[src/sdram_params.svh]
`ifndef SDRAM_PARAMS_SVH
`define SDRAM_PARAMS_SVH

// ----------------------------------------------------------------------
// Field widths
// ----------------------------------------------------------------------
`define SDRAM_ADDR_W    26       // Request address
`define SDRAM_ROW_W     14       // Row, also command address bus
`define SDRAM_BANK_W    3
`define SDRAM_COL_W     9
`define SDRAM_DM_W      4        // Write mask

// Request address layout is row | bank | column
`define SDRAM_ROW_LSB   12
`define SDRAM_BANK_LSB  9

// ----------------------------------------------------------------------
// Command spacing, in controller clocks
// ----------------------------------------------------------------------
`define SDRAM_T_RP      3        // PRCH to next, also post-reset wait
`define SDRAM_T_RCD     3        // ACTV to next
`define SDRAM_T_RW      2        // READ/WRTE to next
`define SDRAM_T_RFC     12       // ARSR to next
`define SDRAM_T_RAS     6        // ACTV to PRCH

// A10 set selects all banks
`define SDRAM_PRCH_ALL  14'h0400

`endif

[src/sdram_pkg.sv]
`include "sdram_params.svh"

package sdram_pkg;

  // Opcodes as driven on {RAS#, CAS#, WE#}
  typedef enum logic [2:0] {
    MRST = 3'b000,
    ARSR = 3'b001,
    PRCH = 3'b010,
    ACTV = 3'b011,
    WRTE = 3'b100,
    READ = 3'b101,
    BTRM = 3'b110,
    NOOP = 3'b111
  } sdram_cmd_e;

  typedef enum logic [1:0] {
    SCH_WAIT   = 2'd0,           // Second stroke, always NOOP
    SCH_DECIDE = 2'd1,
    SCH_DONE   = 2'd2            // Transfer issued, waiting on arbiter
  } sched_state_e;

  typedef struct packed {
    logic [`SDRAM_ADDR_W-1:0] addr;
    logic                     we;
    logic [`SDRAM_DM_W-1:0]   dm;
  } mem_req_t;

  typedef struct packed {
    logic [`SDRAM_BANK_W-1:0] bank;
    logic [`SDRAM_ROW_W-1:0]  row;
  } page_t;

  typedef struct packed {
    sdram_cmd_e               op;
    logic [`SDRAM_BANK_W-1:0] bank;
    logic [`SDRAM_ROW_W-1:0]  addr;
    logic [`SDRAM_DM_W-1:0]   dm;
  } sdram_cmd_t;

endpackage

[src/sdram_port_arbiter.sv]
`timescale 1ns/10ps

module sdram_port_arbiter (
  input  logic               INPUT_CLK,
  input  logic               RST,
  input  logic               req_rand,
  input  logic               req_bulk,
  input  sdram_pkg::mem_req_t rand_req,
  input  sdram_pkg::mem_req_t bulk_req,
  input  logic               xfer_done,
  output logic               ack_rand,
  output logic               ack_bulk,
  output logic               sel_valid,
  output sdram_pkg::mem_req_t sel_req
);

  import sdram_pkg::*;

  logic idle;
  logic grant_bulk;
  logic grant_rand;
  logic sel_bulk;                // Port owning sel_req

  // Nothing held and both handshakes fully closed
  assign idle       = !sel_valid && !ack_rand && !ack_bulk;
  assign grant_bulk = idle && req_bulk;
  assign grant_rand = idle && !req_bulk && req_rand;

  always_ff @(posedge INPUT_CLK)
  begin
    if (RST)
    begin
      sel_valid <= 1'b0;
      sel_bulk  <= 1'b0;
      ack_rand  <= 1'b0;
      ack_bulk  <= 1'b0;
    end
    else
    begin
      if (grant_bulk || grant_rand)
      begin
        sel_valid <= 1'b1;
        sel_bulk  <= grant_bulk;
      end

      if (xfer_done)
      begin
        sel_valid <= 1'b0;
        if (sel_bulk)
          ack_bulk <= 1'b1;
        else
          ack_rand <= 1'b1;
      end

      if (ack_rand && !req_rand)
        ack_rand <= 1'b0;        // Phase 4
      if (ack_bulk && !req_bulk)
        ack_bulk <= 1'b0;
    end
  end

  // Payload held until the transfer is acked
  always_ff @(posedge INPUT_CLK)
  begin
    if (grant_bulk)
      sel_req <= bulk_req;
    else if (grant_rand)
      sel_req <= rand_req;
  end

endmodule

[src/sdram_page_tracker.sv]
`timescale 1ns/10ps
`include "sdram_params.svh"

module sdram_page_tracker (
  input  logic                 INPUT_CLK,
  input  logic                 RST,
  input  logic                 refresh_toggle,
  input  sdram_pkg::sdram_cmd_t issued,
  input  sdram_pkg::mem_req_t  sel_req,
  output logic                 page_active,
  output logic                 page_hit,
  output logic                 refresh_pending,
  output sdram_pkg::page_t     open_page
);

  import sdram_pkg::*;

  logic  refresh_ack;            // Toggle level at last ARSR
  page_t req_page;

  assign req_page.bank = sel_req.addr[`SDRAM_BANK_LSB +: `SDRAM_BANK_W];
  assign req_page.row  = sel_req.addr[`SDRAM_ROW_LSB +: `SDRAM_ROW_W];

  assign page_hit        = page_active && (req_page == open_page);
  assign refresh_pending = refresh_toggle ^ refresh_ack;

  always_ff @(posedge INPUT_CLK)
  begin
    if (RST)
    begin
      page_active <= 1'b0;
      refresh_ack <= refresh_toggle; // No refresh owed out of reset
    end
    else
    begin
      case (issued.op)
        ACTV: page_active <= 1'b1;
        PRCH: page_active <= 1'b0;
        ARSR: refresh_ack <= refresh_toggle;
        default: ;
      endcase
    end
  end

  always_ff @(posedge INPUT_CLK)
  begin
    if (issued.op == ACTV)
    begin
      open_page.bank <= issued.bank;
      open_page.row  <= issued.addr;
    end
  end

endmodule

[src/sdram_timing_counter.sv]
`timescale 1ns/10ps
`include "sdram_params.svh"

module sdram_timing_counter (
  input  logic                 INPUT_CLK,
  input  logic                 RST,
  input  sdram_pkg::sdram_cmd_t issued,
  output logic                 cmd_ready,
  output logic                 ras_ok
);

  import sdram_pkg::*;

  localparam int CNT_W = $clog2(`SDRAM_T_RFC + 1);
  localparam int RAS_W = $clog2(`SDRAM_T_RAS + 1);

  logic [CNT_W-1:0] gap_cnt;     // Spacing after last command
  logic [RAS_W-1:0] ras_cnt;     // ACTV to PRCH minimum

  assign cmd_ready = (gap_cnt == '0);
  assign ras_ok    = (ras_cnt == '0);

  always_ff @(posedge INPUT_CLK)
  begin
    if (RST)
      gap_cnt <= CNT_W'(`SDRAM_T_RP);
    else
    begin
      case (issued.op)
        NOOP:        gap_cnt <= cmd_ready ? gap_cnt : gap_cnt - 1'b1;
        ACTV:        gap_cnt <= CNT_W'(`SDRAM_T_RCD);
        READ, WRTE:  gap_cnt <= CNT_W'(`SDRAM_T_RW);
        ARSR:        gap_cnt <= CNT_W'(`SDRAM_T_RFC);
        default:     gap_cnt <= CNT_W'(`SDRAM_T_RP); // PRCH
      endcase
    end
  end

  always_ff @(posedge INPUT_CLK)
  begin
    if (RST)
      ras_cnt <= '0;
    else if (issued.op == ACTV)
      ras_cnt <= RAS_W'(`SDRAM_T_RAS);
    else if (!ras_ok)
      ras_cnt <= ras_cnt - 1'b1;
  end

endmodule

[src/sdram_cmd_scheduler.sv]
`timescale 1ns/10ps
`include "sdram_params.svh"

module sdram_cmd_scheduler (
  input  logic                 INPUT_CLK,
  input  logic                 RST,
  input  logic                 sel_valid,
  input  sdram_pkg::mem_req_t  sel_req,
  input  logic                 page_active,
  input  logic                 page_hit,
  input  logic                 refresh_pending,
  input  sdram_pkg::page_t     open_page,
  input  logic                 cmd_ready,
  input  logic                 ras_ok,
  output sdram_pkg::sdram_cmd_t issued,
  output logic                 xfer_done
);

  import sdram_pkg::*;

  sched_state_e state;
  sdram_cmd_t   nxt_cmd;
  logic         nxt_xfer;
  logic [`SDRAM_ROW_W-1:0] col_addr;

  // Column goes out shifted by one, upper bits zero
  assign col_addr = `SDRAM_ROW_W'({sel_req.addr[`SDRAM_COL_W-1:0], 1'b0});

  // ----------------------------------------------------------------------
  // Command choice, by priority
  // ----------------------------------------------------------------------
  always_comb
  begin
    nxt_cmd.op   = NOOP;
    nxt_cmd.bank = open_page.bank;
    nxt_cmd.addr = `SDRAM_PRCH_ALL;
    nxt_cmd.dm   = '0;
    nxt_xfer     = 1'b0;

    if ((state == SCH_DECIDE) && cmd_ready)
    begin
      if (refresh_pending && page_active)
      begin
        if (ras_ok)
          nxt_cmd.op = PRCH;     // Close page before refresh
      end
      else if (refresh_pending)
        nxt_cmd.op = ARSR;
      else if (sel_valid && page_hit)
      begin
        nxt_cmd.op   = sel_req.we ? WRTE : READ;
        nxt_cmd.addr = col_addr;
        nxt_cmd.dm   = sel_req.we ? sel_req.dm : '0;
        nxt_xfer     = 1'b1;
      end
      else if (sel_valid && page_active)
      begin
        if (ras_ok)
          nxt_cmd.op = PRCH;     // Page miss
      end
      else if (sel_valid)
      begin
        nxt_cmd.op   = ACTV;
        nxt_cmd.bank = sel_req.addr[`SDRAM_BANK_LSB +: `SDRAM_BANK_W];
        nxt_cmd.addr = sel_req.addr[`SDRAM_ROW_LSB +: `SDRAM_ROW_W];
      end
    end
  end

  // ----------------------------------------------------------------------
  // State and command register
  // ----------------------------------------------------------------------
  always_ff @(posedge INPUT_CLK)
  begin
    if (RST)
    begin
      state     <= SCH_WAIT;
      issued    <= '{op: NOOP, bank: '0, addr: '0, dm: '0};
      xfer_done <= 1'b0;
    end
    else
    begin
      issued    <= nxt_cmd;
      xfer_done <= nxt_xfer;     // Lines up with READ/WRTE on issued

      case (state)
        SCH_WAIT:
          state <= SCH_DECIDE;
        SCH_DECIDE:
        begin
          if (nxt_xfer)
            state <= SCH_DONE;
          else if (nxt_cmd.op != NOOP)
            state <= SCH_WAIT;
        end
        SCH_DONE:
        begin
          if (!sel_valid)
            state <= SCH_DECIDE;
        end
        default:
          state <= SCH_WAIT;
      endcase
    end
  end

endmodule

[src/sdram_ctrl_top.sv]
`timescale 1ns/10ps

module sdram_ctrl_top (
  input  logic                 INPUT_CLK,
  input  logic                 RST,
  input  logic                 req_rand,
  input  logic                 req_bulk,
  input  sdram_pkg::mem_req_t  rand_req,
  input  sdram_pkg::mem_req_t  bulk_req,
  output logic                 ack_rand,
  output logic                 ack_bulk,
  input  logic                 refresh_toggle,
  output sdram_pkg::sdram_cmd_t sdram_cmd
);

  import sdram_pkg::*;

  logic       sel_valid;
  mem_req_t   sel_req;
  logic       xfer_done;
  sdram_cmd_t issued;
  logic       page_active;
  logic       page_hit;
  logic       refresh_pending;
  page_t      open_page;
  logic       cmd_ready;
  logic       ras_ok;

  assign sdram_cmd = issued;     // Already registered

  sdram_port_arbiter u_arbiter (
    .INPUT_CLK (INPUT_CLK),
    .RST       (RST),
    .req_rand  (req_rand),
    .req_bulk  (req_bulk),
    .rand_req  (rand_req),
    .bulk_req  (bulk_req),
    .xfer_done (xfer_done),
    .ack_rand  (ack_rand),
    .ack_bulk  (ack_bulk),
    .sel_valid (sel_valid),
    .sel_req   (sel_req)
  );

  sdram_page_tracker u_tracker (
    .INPUT_CLK       (INPUT_CLK),
    .RST             (RST),
    .refresh_toggle  (refresh_toggle),
    .issued          (issued),
    .sel_req         (sel_req),
    .page_active     (page_active),
    .page_hit        (page_hit),
    .refresh_pending (refresh_pending),
    .open_page       (open_page)
  );

  sdram_timing_counter u_timing (
    .INPUT_CLK (INPUT_CLK),
    .RST       (RST),
    .issued    (issued),
    .cmd_ready (cmd_ready),
    .ras_ok    (ras_ok)
  );

  sdram_cmd_scheduler u_sched (
    .INPUT_CLK       (INPUT_CLK),
    .RST             (RST),
    .sel_valid       (sel_valid),
    .sel_req         (sel_req),
    .page_active     (page_active),
    .page_hit        (page_hit),
    .refresh_pending (refresh_pending),
    .open_page       (open_page),
    .cmd_ready       (cmd_ready),
    .ras_ok          (ras_ok),
    .issued          (issued),
    .xfer_done       (xfer_done)
  );

endmodule

[config.mk]
export PLATFORM = sky130hd
export DESIGN_NAME = sdram_ctrl_top
export DESIGN_NICKNAME = d
export VERILOG_FILES = /design/src/sdram_pkg.sv /design/src/sdram_port_arbiter.sv /design/src/sdram_page_tracker.sv /design/src/sdram_timing_counter.sv /design/src/sdram_cmd_scheduler.sv /design/src/sdram_ctrl_top.sv
export VERILOG_INCLUDE_DIRS = /design/src
export SDC_FILE = /design/constraint.sdc
export NUM_CORES = 1
export LEC_CHECK = 0
export BUFFER_PORTS_ARGS = -buffer_cell sky130_fd_sc_hd__buf_2
export CAP_MARGIN = 5
export CELL_PAD_IN_SITES_DETAIL_PLACEMENT = 0
export CELL_PAD_IN_SITES_GLOBAL_PLACEMENT = 1
export CORE_MARGIN = 5
export CORE_UTILIZATION = 42
export DETAILED_ROUTE_END_ITERATION = 12
export PLACE_DENSITY_LB_ADDON = 0.1
export RECOVER_POWER = 50
export SYNTH_ARGS = -nofsm -noshare
export SYNTH_HDL_FRONTEND = slang
export SYNTH_SLANG_ARGS = --single-unit
[constraint.sdc]
create_clock -name INPUT_CLK -period 2.9 [get_ports INPUT_CLK]
set_clock_uncertainty 0.15 [all_clocks]
set_input_delay 0 -clock INPUT_CLK [delete_from_list [all_inputs] [get_ports INPUT_CLK]]
set_output_delay 0 -clock INPUT_CLK [all_outputs]
set_load 0.05 [all_outputs]
======== After elaboration in Yosys (flattened, before gate mapping) ========
Index checks and enable logic that the tools add are counted.
cells by class
  reduce and logical (&&, ||, !) cells .... 35
  equality and inequality tests ........... 14
  bitwise logic cells ..................... 6
  add/sub/neg operators ................... 2
  multiplexer cells ....................... 32
operators with widths
  kind                                                                    count
  31-bit two-way mux                                                      2
  21-bit two-way mux                                                      2
  24-bit two-way mux                                                      1
  3-bit two-way mux                                                       8
  20-bit two-way mux                                                      1
  17-bit equality test                                                    1
  17-bit two-way mux                                                      1
  14-bit two-way mux                                                      1
  1-bit logical AND                                                       12
  4-bit two-way mux                                                       3
  4-bit one-hot mux with 3 select lines                                   1
  2-bit OR reduction                                                      5
  3-bit equality test (second input constant)                             3
  1-bit two-way mux                                                       7
  7-bit OR reduction                                                      1
  3-bit by 2-bit equality test with 1-bit output (second input constant)  2
  2-bit two-way mux                                                       3
  2-bit one-hot mux with 3 select lines                                   1
  2-bit AND reduction                                                     3
  2-bit nonzero test                                                      3
  6-bit OR reduction                                                      1
  1-bit logical NOT                                                       5
  1-bit inverter                                                          5
  4-bit logical NOT                                                       1
  other kinds (15)                                                        16
storage, ports and cells
  register bits after elaboration ......... 88
  logic and storage cells ................. 111
  bits of input ports ..................... 67

======== Longest topological paths before layout ========
  word-level depth ........................ 11
  mapped depth ............................ 8
  depth with buffers taken out ............ 7

======== By module ========
From an unflattened synthesis, not the netlist that was laid out.
second synthesis, totals
  cells, all modules ...................... 275
  area total of the unflattened synthesis .. 3786.1 µm²
modules (own cells, without submodules)
  module                area each (µm²)  times used  sequential area each (µm²)  cells an instance
  sdram_port_arbiter    1581.5           1           1011.0                      82
  sdram_cmd_scheduler   996.0            1           540.5                       96
  sdram_page_tracker    797.0            1           560.5                       50
  sdram_timing_counter  411.6            1           140.1                       47

======== Worst setup path before layout ========
No wires, ideal clock.
  path type ............................... reg-to-reg
  start ................................... reg u_arbiter.ack_rand
  end ..................................... reg u_arbiter.sel_req[0] (netlist name)
  clock period less this slack ............ 2.165 ns
  path buffers ............................ 0
  slack ................................... 0.735 ns
  stages on the path, launching flop included .. 3
  data arrival time ....................... 1.624 ns
  cell sequence ........................... dfxtp_1 > nor3_1 > o21a_1
on the way
  cells in the longest elaborated chain, start to end .. 6
  elaborated cells between the ends (all ways) .. 7
ends and longest elaborated chain
  element                                RTL line                  RTL
  from (decl)                            sdram_port_arbiter.sv:11  output logic ack_rand,
  from (signal assigned)                 sdram_port_arbiter.sv:35  ack_rand <= 1'b0;
  from (signal assigned)                 sdram_port_arbiter.sv:52  ack_rand <= 1'b1;
  from (signal assigned)                 sdram_port_arbiter.sv:56  ack_rand <= 1'b0;
  1-bit logical NOT *                    sdram_port_arbiter.sv:25  assign idle = !sel_valid && !ack_rand && !ack_bulk;
  1-bit logical AND * (2 in series)      sdram_port_arbiter.sv:25
  1-bit logical AND (2 in series)        sdram_port_arbiter.sv:27  assign grant_rand = idle && !req_bulk && req_rand;
  2-bit nonzero test (no source line) *  --
Mark *: on every way between the ends. The rest lies on a longest branch, timed or not.
A chain may end at the register's enable or synchronous reset.

======== Worst setup path after layout ========
  start ................................... reg u_arbiter.sel_valid
  end ..................................... reg u_arbiter.sel_req[27] (netlist name)
on the way
  cells in the longest elaborated chain, start to end .. 5
ends and longest elaborated chain
  element                          RTL line                  RTL
  from (decl)                      sdram_port_arbiter.sv:13  output logic sel_valid,
  from (signal assigned)           sdram_port_arbiter.sv:33  sel_valid <= 1'b0;
  from (signal assigned)           sdram_port_arbiter.sv:42  sel_valid <= 1'b1;
  from (signal assigned)           sdram_port_arbiter.sv:48  sel_valid <= 1'b0;
  1-bit logical NOT                --
  1-bit logical AND (2 in series)  sdram_port_arbiter.sv:25
  1-bit logical AND                sdram_port_arbiter.sv:26  assign grant_bulk = idle && req_bulk;
  31-bit two-way mux               sdram_port_arbiter.sv:65  if (grant_bulk)
No other way between the ends.

==> run summary <==
IO Pins - 93
CP cell instances - nor3_1 > and2_1 > buf_4 > mux2_2 > dlygate4sd3_1
Crit end category - register
Final core utilization - 0.6017
Die area - 0.01051 mm^2
Routed wire per std cell - 14.72 um
CP delay by family, top - buffers and inverters
Data arrival, critical path - 2590 ps
Worst min path class - register to register
Antenna fix cells - 0
I/O Buffers - 92
Yosys reg bits - 88
MaxCap Viol Count - 0
# fillers - 709
First-pass GRT wire length - 12,880 um
Final wirelength - 7976 um
Slowest stage delay, CP - 570 ps
Syn Inst Count - 270
CTS tree - built
Setup TNS Final - 0 ps
Final setup violation count - 0
Lkg Pwr - 0.001926 uW
Initial Utilization - 0.4352
Hold Fails Final Rpt - 0
Post-Syn Area per Cell - 13.31 um^2
Worst-Margin Slew - 841.5 ps
Final #Nets - 502
Drt pass-1 iters - 4
Count of pins over their slew limit - 0
Insertion delay to the later sink of the worst-skew pair - 350 ps
Gr ovfl total - 0
Slowest-stage cell, CP - dlygate4sd3_1
RD Place Congestion - 0.8108
Via/cell ratio - 4.906
Mapped Area - 0.003593 mm^2
Area delta synth->final - 38.27%
Slew HR - 0.4390
CTS Hold Bufs - 68
Commonest cells after routing, fill and taps aside - dlygate4sd3_1, buf_2, edfxtp_1, dfxtp_1, mux2_2
Clock sinks - 88
Status - finished, final reports clean
Chip height - 102.5 um
Routed vias - 2,659
CTS Buf Count - 9
Root buf cell - clkbuf_8
Floorplan row count - 33
Synth Warn # - 0
Die width - 102.5 um
Required @ worst endpoint - 2850 ps
Synth cell types - 40
H-tree depth - 3
RSZ-0062 raised after global routing - no
CP max FO - 31
Vias in the first global route - 2,771
Largest net degree at the start of global routing - 33
Antenna viol nets, final - 0
Clk slew on worst S/H paths - 90 ps
VDD IR max - 283.2 uV
Syn nets - 340
Number of gates resized after cts - 0
Total core area - 0.008258 mm^2
Fraction of layout cells with a size suffix above 1 - 0.2654
Commonest non-fill, non-tap cell in the layout - dlygate4sd3_1
DRC errors left - 0
Worst setup SP type - register
First DRT Iteration DRCs - 52
Tmin final - 2635 ps
Post-synthesis sequential area ratio - 0.6267
CTS max path bufs - 2
Global Route Usage Sum - 0.1618
Pwr/cell area - 534.1 mW/mm^2
Initial antenna violation count - 0
Setup CP Type - register to register
Detailed placement HPWL - 5033 um
Post-CTS setup repair buffer count - 0
Max Clk Rate - 0.3796 GHz
Worst path bufs/invs - 2
Final Cycle Share - 0.9085
## state kept, by name, summed over array words and instances (netlist names)
signal,flops
u_tracker.open_page,17
u_sched.state,2
u_arbiter.sel_req,31
u_sched.xfer_done,1
u_arbiter.ack_rand,1
u_arbiter.ack_bulk,1
u_arbiter.sel_valid,1
u_arbiter.sel_bulk,1
u_timing.gap_cnt,4
u_sched.issued,24
u_tracker.refresh_ack,1
u_tracker.page_active,1
u_timing.ras_cnt,3
## cell families (layout without fill, tap and decap cells)
logic type               Yosys count  after routing  synth area share
flip-flops                        88             88            0.6267
AND/OR/NAND/NOR                   65             65            0.1027
multiplexers                      36             36            0.1111
AO/OA/AOI/OAI                     34             34           0.06755
XOR/XNOR                          23             23           0.05606
buffers and inverters             21            188           0.02542
adder cells (fa/ha/maj)            3              3           0.01045
## synthesized netlist by cell type (all sizes together)
cell type / count / area [um^2]
a32o: 9 / 90.09
o22ai: 1 / 6.260
nor2: 19 / 71.32
o21bai: 1 / 7.510
inv: 8 / 30.03
and2: 2 / 12.51
clkbuf: 8 / 30.03
o2111a: 1 / 11.26
and3: 4 / 25.02
o221ai: 1 / 8.760
nor3b: 2 / 26.28
xor2: 21 / 183.9
o21ai: 7 / 35.03
nand4bb: 1 / 11.26
o31ai: 1 / 7.510
nor4: 6 / 37.54
xnor2: 2 / 17.52
a21oi: 8 / 40.04
a22oi: 1 / 7.510
nand4b: 2 / 17.52
or3: 2 / 17.52
ha: 3 / 37.54
edfxtp: 49 / 1471
o21a: 3 / 22.52
mux2i: 5 / 50.05
mux2: 31 / 349.1
and4: 4 / 35.03
nand3: 2 / 10.01
dfxtp: 39 / 780.8
nand3b: 1 / 7.510
nor2b: 3 / 18.77
nand2: 9 / 33.78
buf: 5 / 31.28
nor3: 8 / 45.04
a31oi: 1 / 6.260
## routing by layer
layer / track usage / wire, um / vias up / share of wire
met4: 0.05752 / 107 / 0 / 0.013
met3: 0.04330 / 521 / 9 / 0.065
met5: 0 / 0 / - / 0
li1: - / - / 1311 / -
met2: 0.2741 / 3946 / 77 / 0.49
met1: 0.1994 / 3401 / 1262 / 0.43
## layout make-up
type,count,area [um^2],area share
multi-input combinational,161,1250,0.2516
clock inverter,7,47.55,0.009569
tap,105,131.4,0.02644
timing repair buffer,164,1134,0.2282
clock buffer,9,123.9,0.02493
inverter,8,30.03,0.006044
sequential,88,2252,0.4533
## worst register-to-register path, stage by stage (launching register included)
cell and delay [ps]:
dfxtp_1 410, nor3_1 270, and2_1 200, buf_4 380
mux2_2 420, dlygate4sd3_1 570
## per-stage QoR
| stage | power, uW | cells | setup WS, ps | hold WS, ps | cell area, um^2 |
|---|---|---|---|---|---|
| floorplan | 1738 | 270 | 734.9 | -51.13 | 3593 |
| global placement | 1846 | 458 | 788.7 | 95.97 | 4154 |
| detailed placement | 1852 | 458 | 769.9 | 92.99 | 4154 |
| CTS | 2685 | 542 | 253.9 | 267.4 | 5006 |
| global route | 2793 | 542 | 93.92 | 309.3 | 4969 |
| finish | 2654 | 542 | 265.5 | 285.9 | 4969 |
## power breakdown
part           switching (uW)  internal (uW)
logic                     200            239
registers                56.5           1420
clock network             430            311
total                     687           1970
## final timing paths
path | from | to | slack [ps] | cells past startpoint
max | u_arbiter.sel_valid | u_arbiter.sel_req[27] | 270 | 5
min reg2reg | u_sched.issued[19] | u_tracker.open_page[15] | 290 | 0
max reg2reg | u_arbiter.sel_valid | u_arbiter.sel_req[27] | 270 | 5
min | u_sched.issued[19] | u_tracker.open_page[15] | 290 | 0
(Power assumes the default switching activity.)
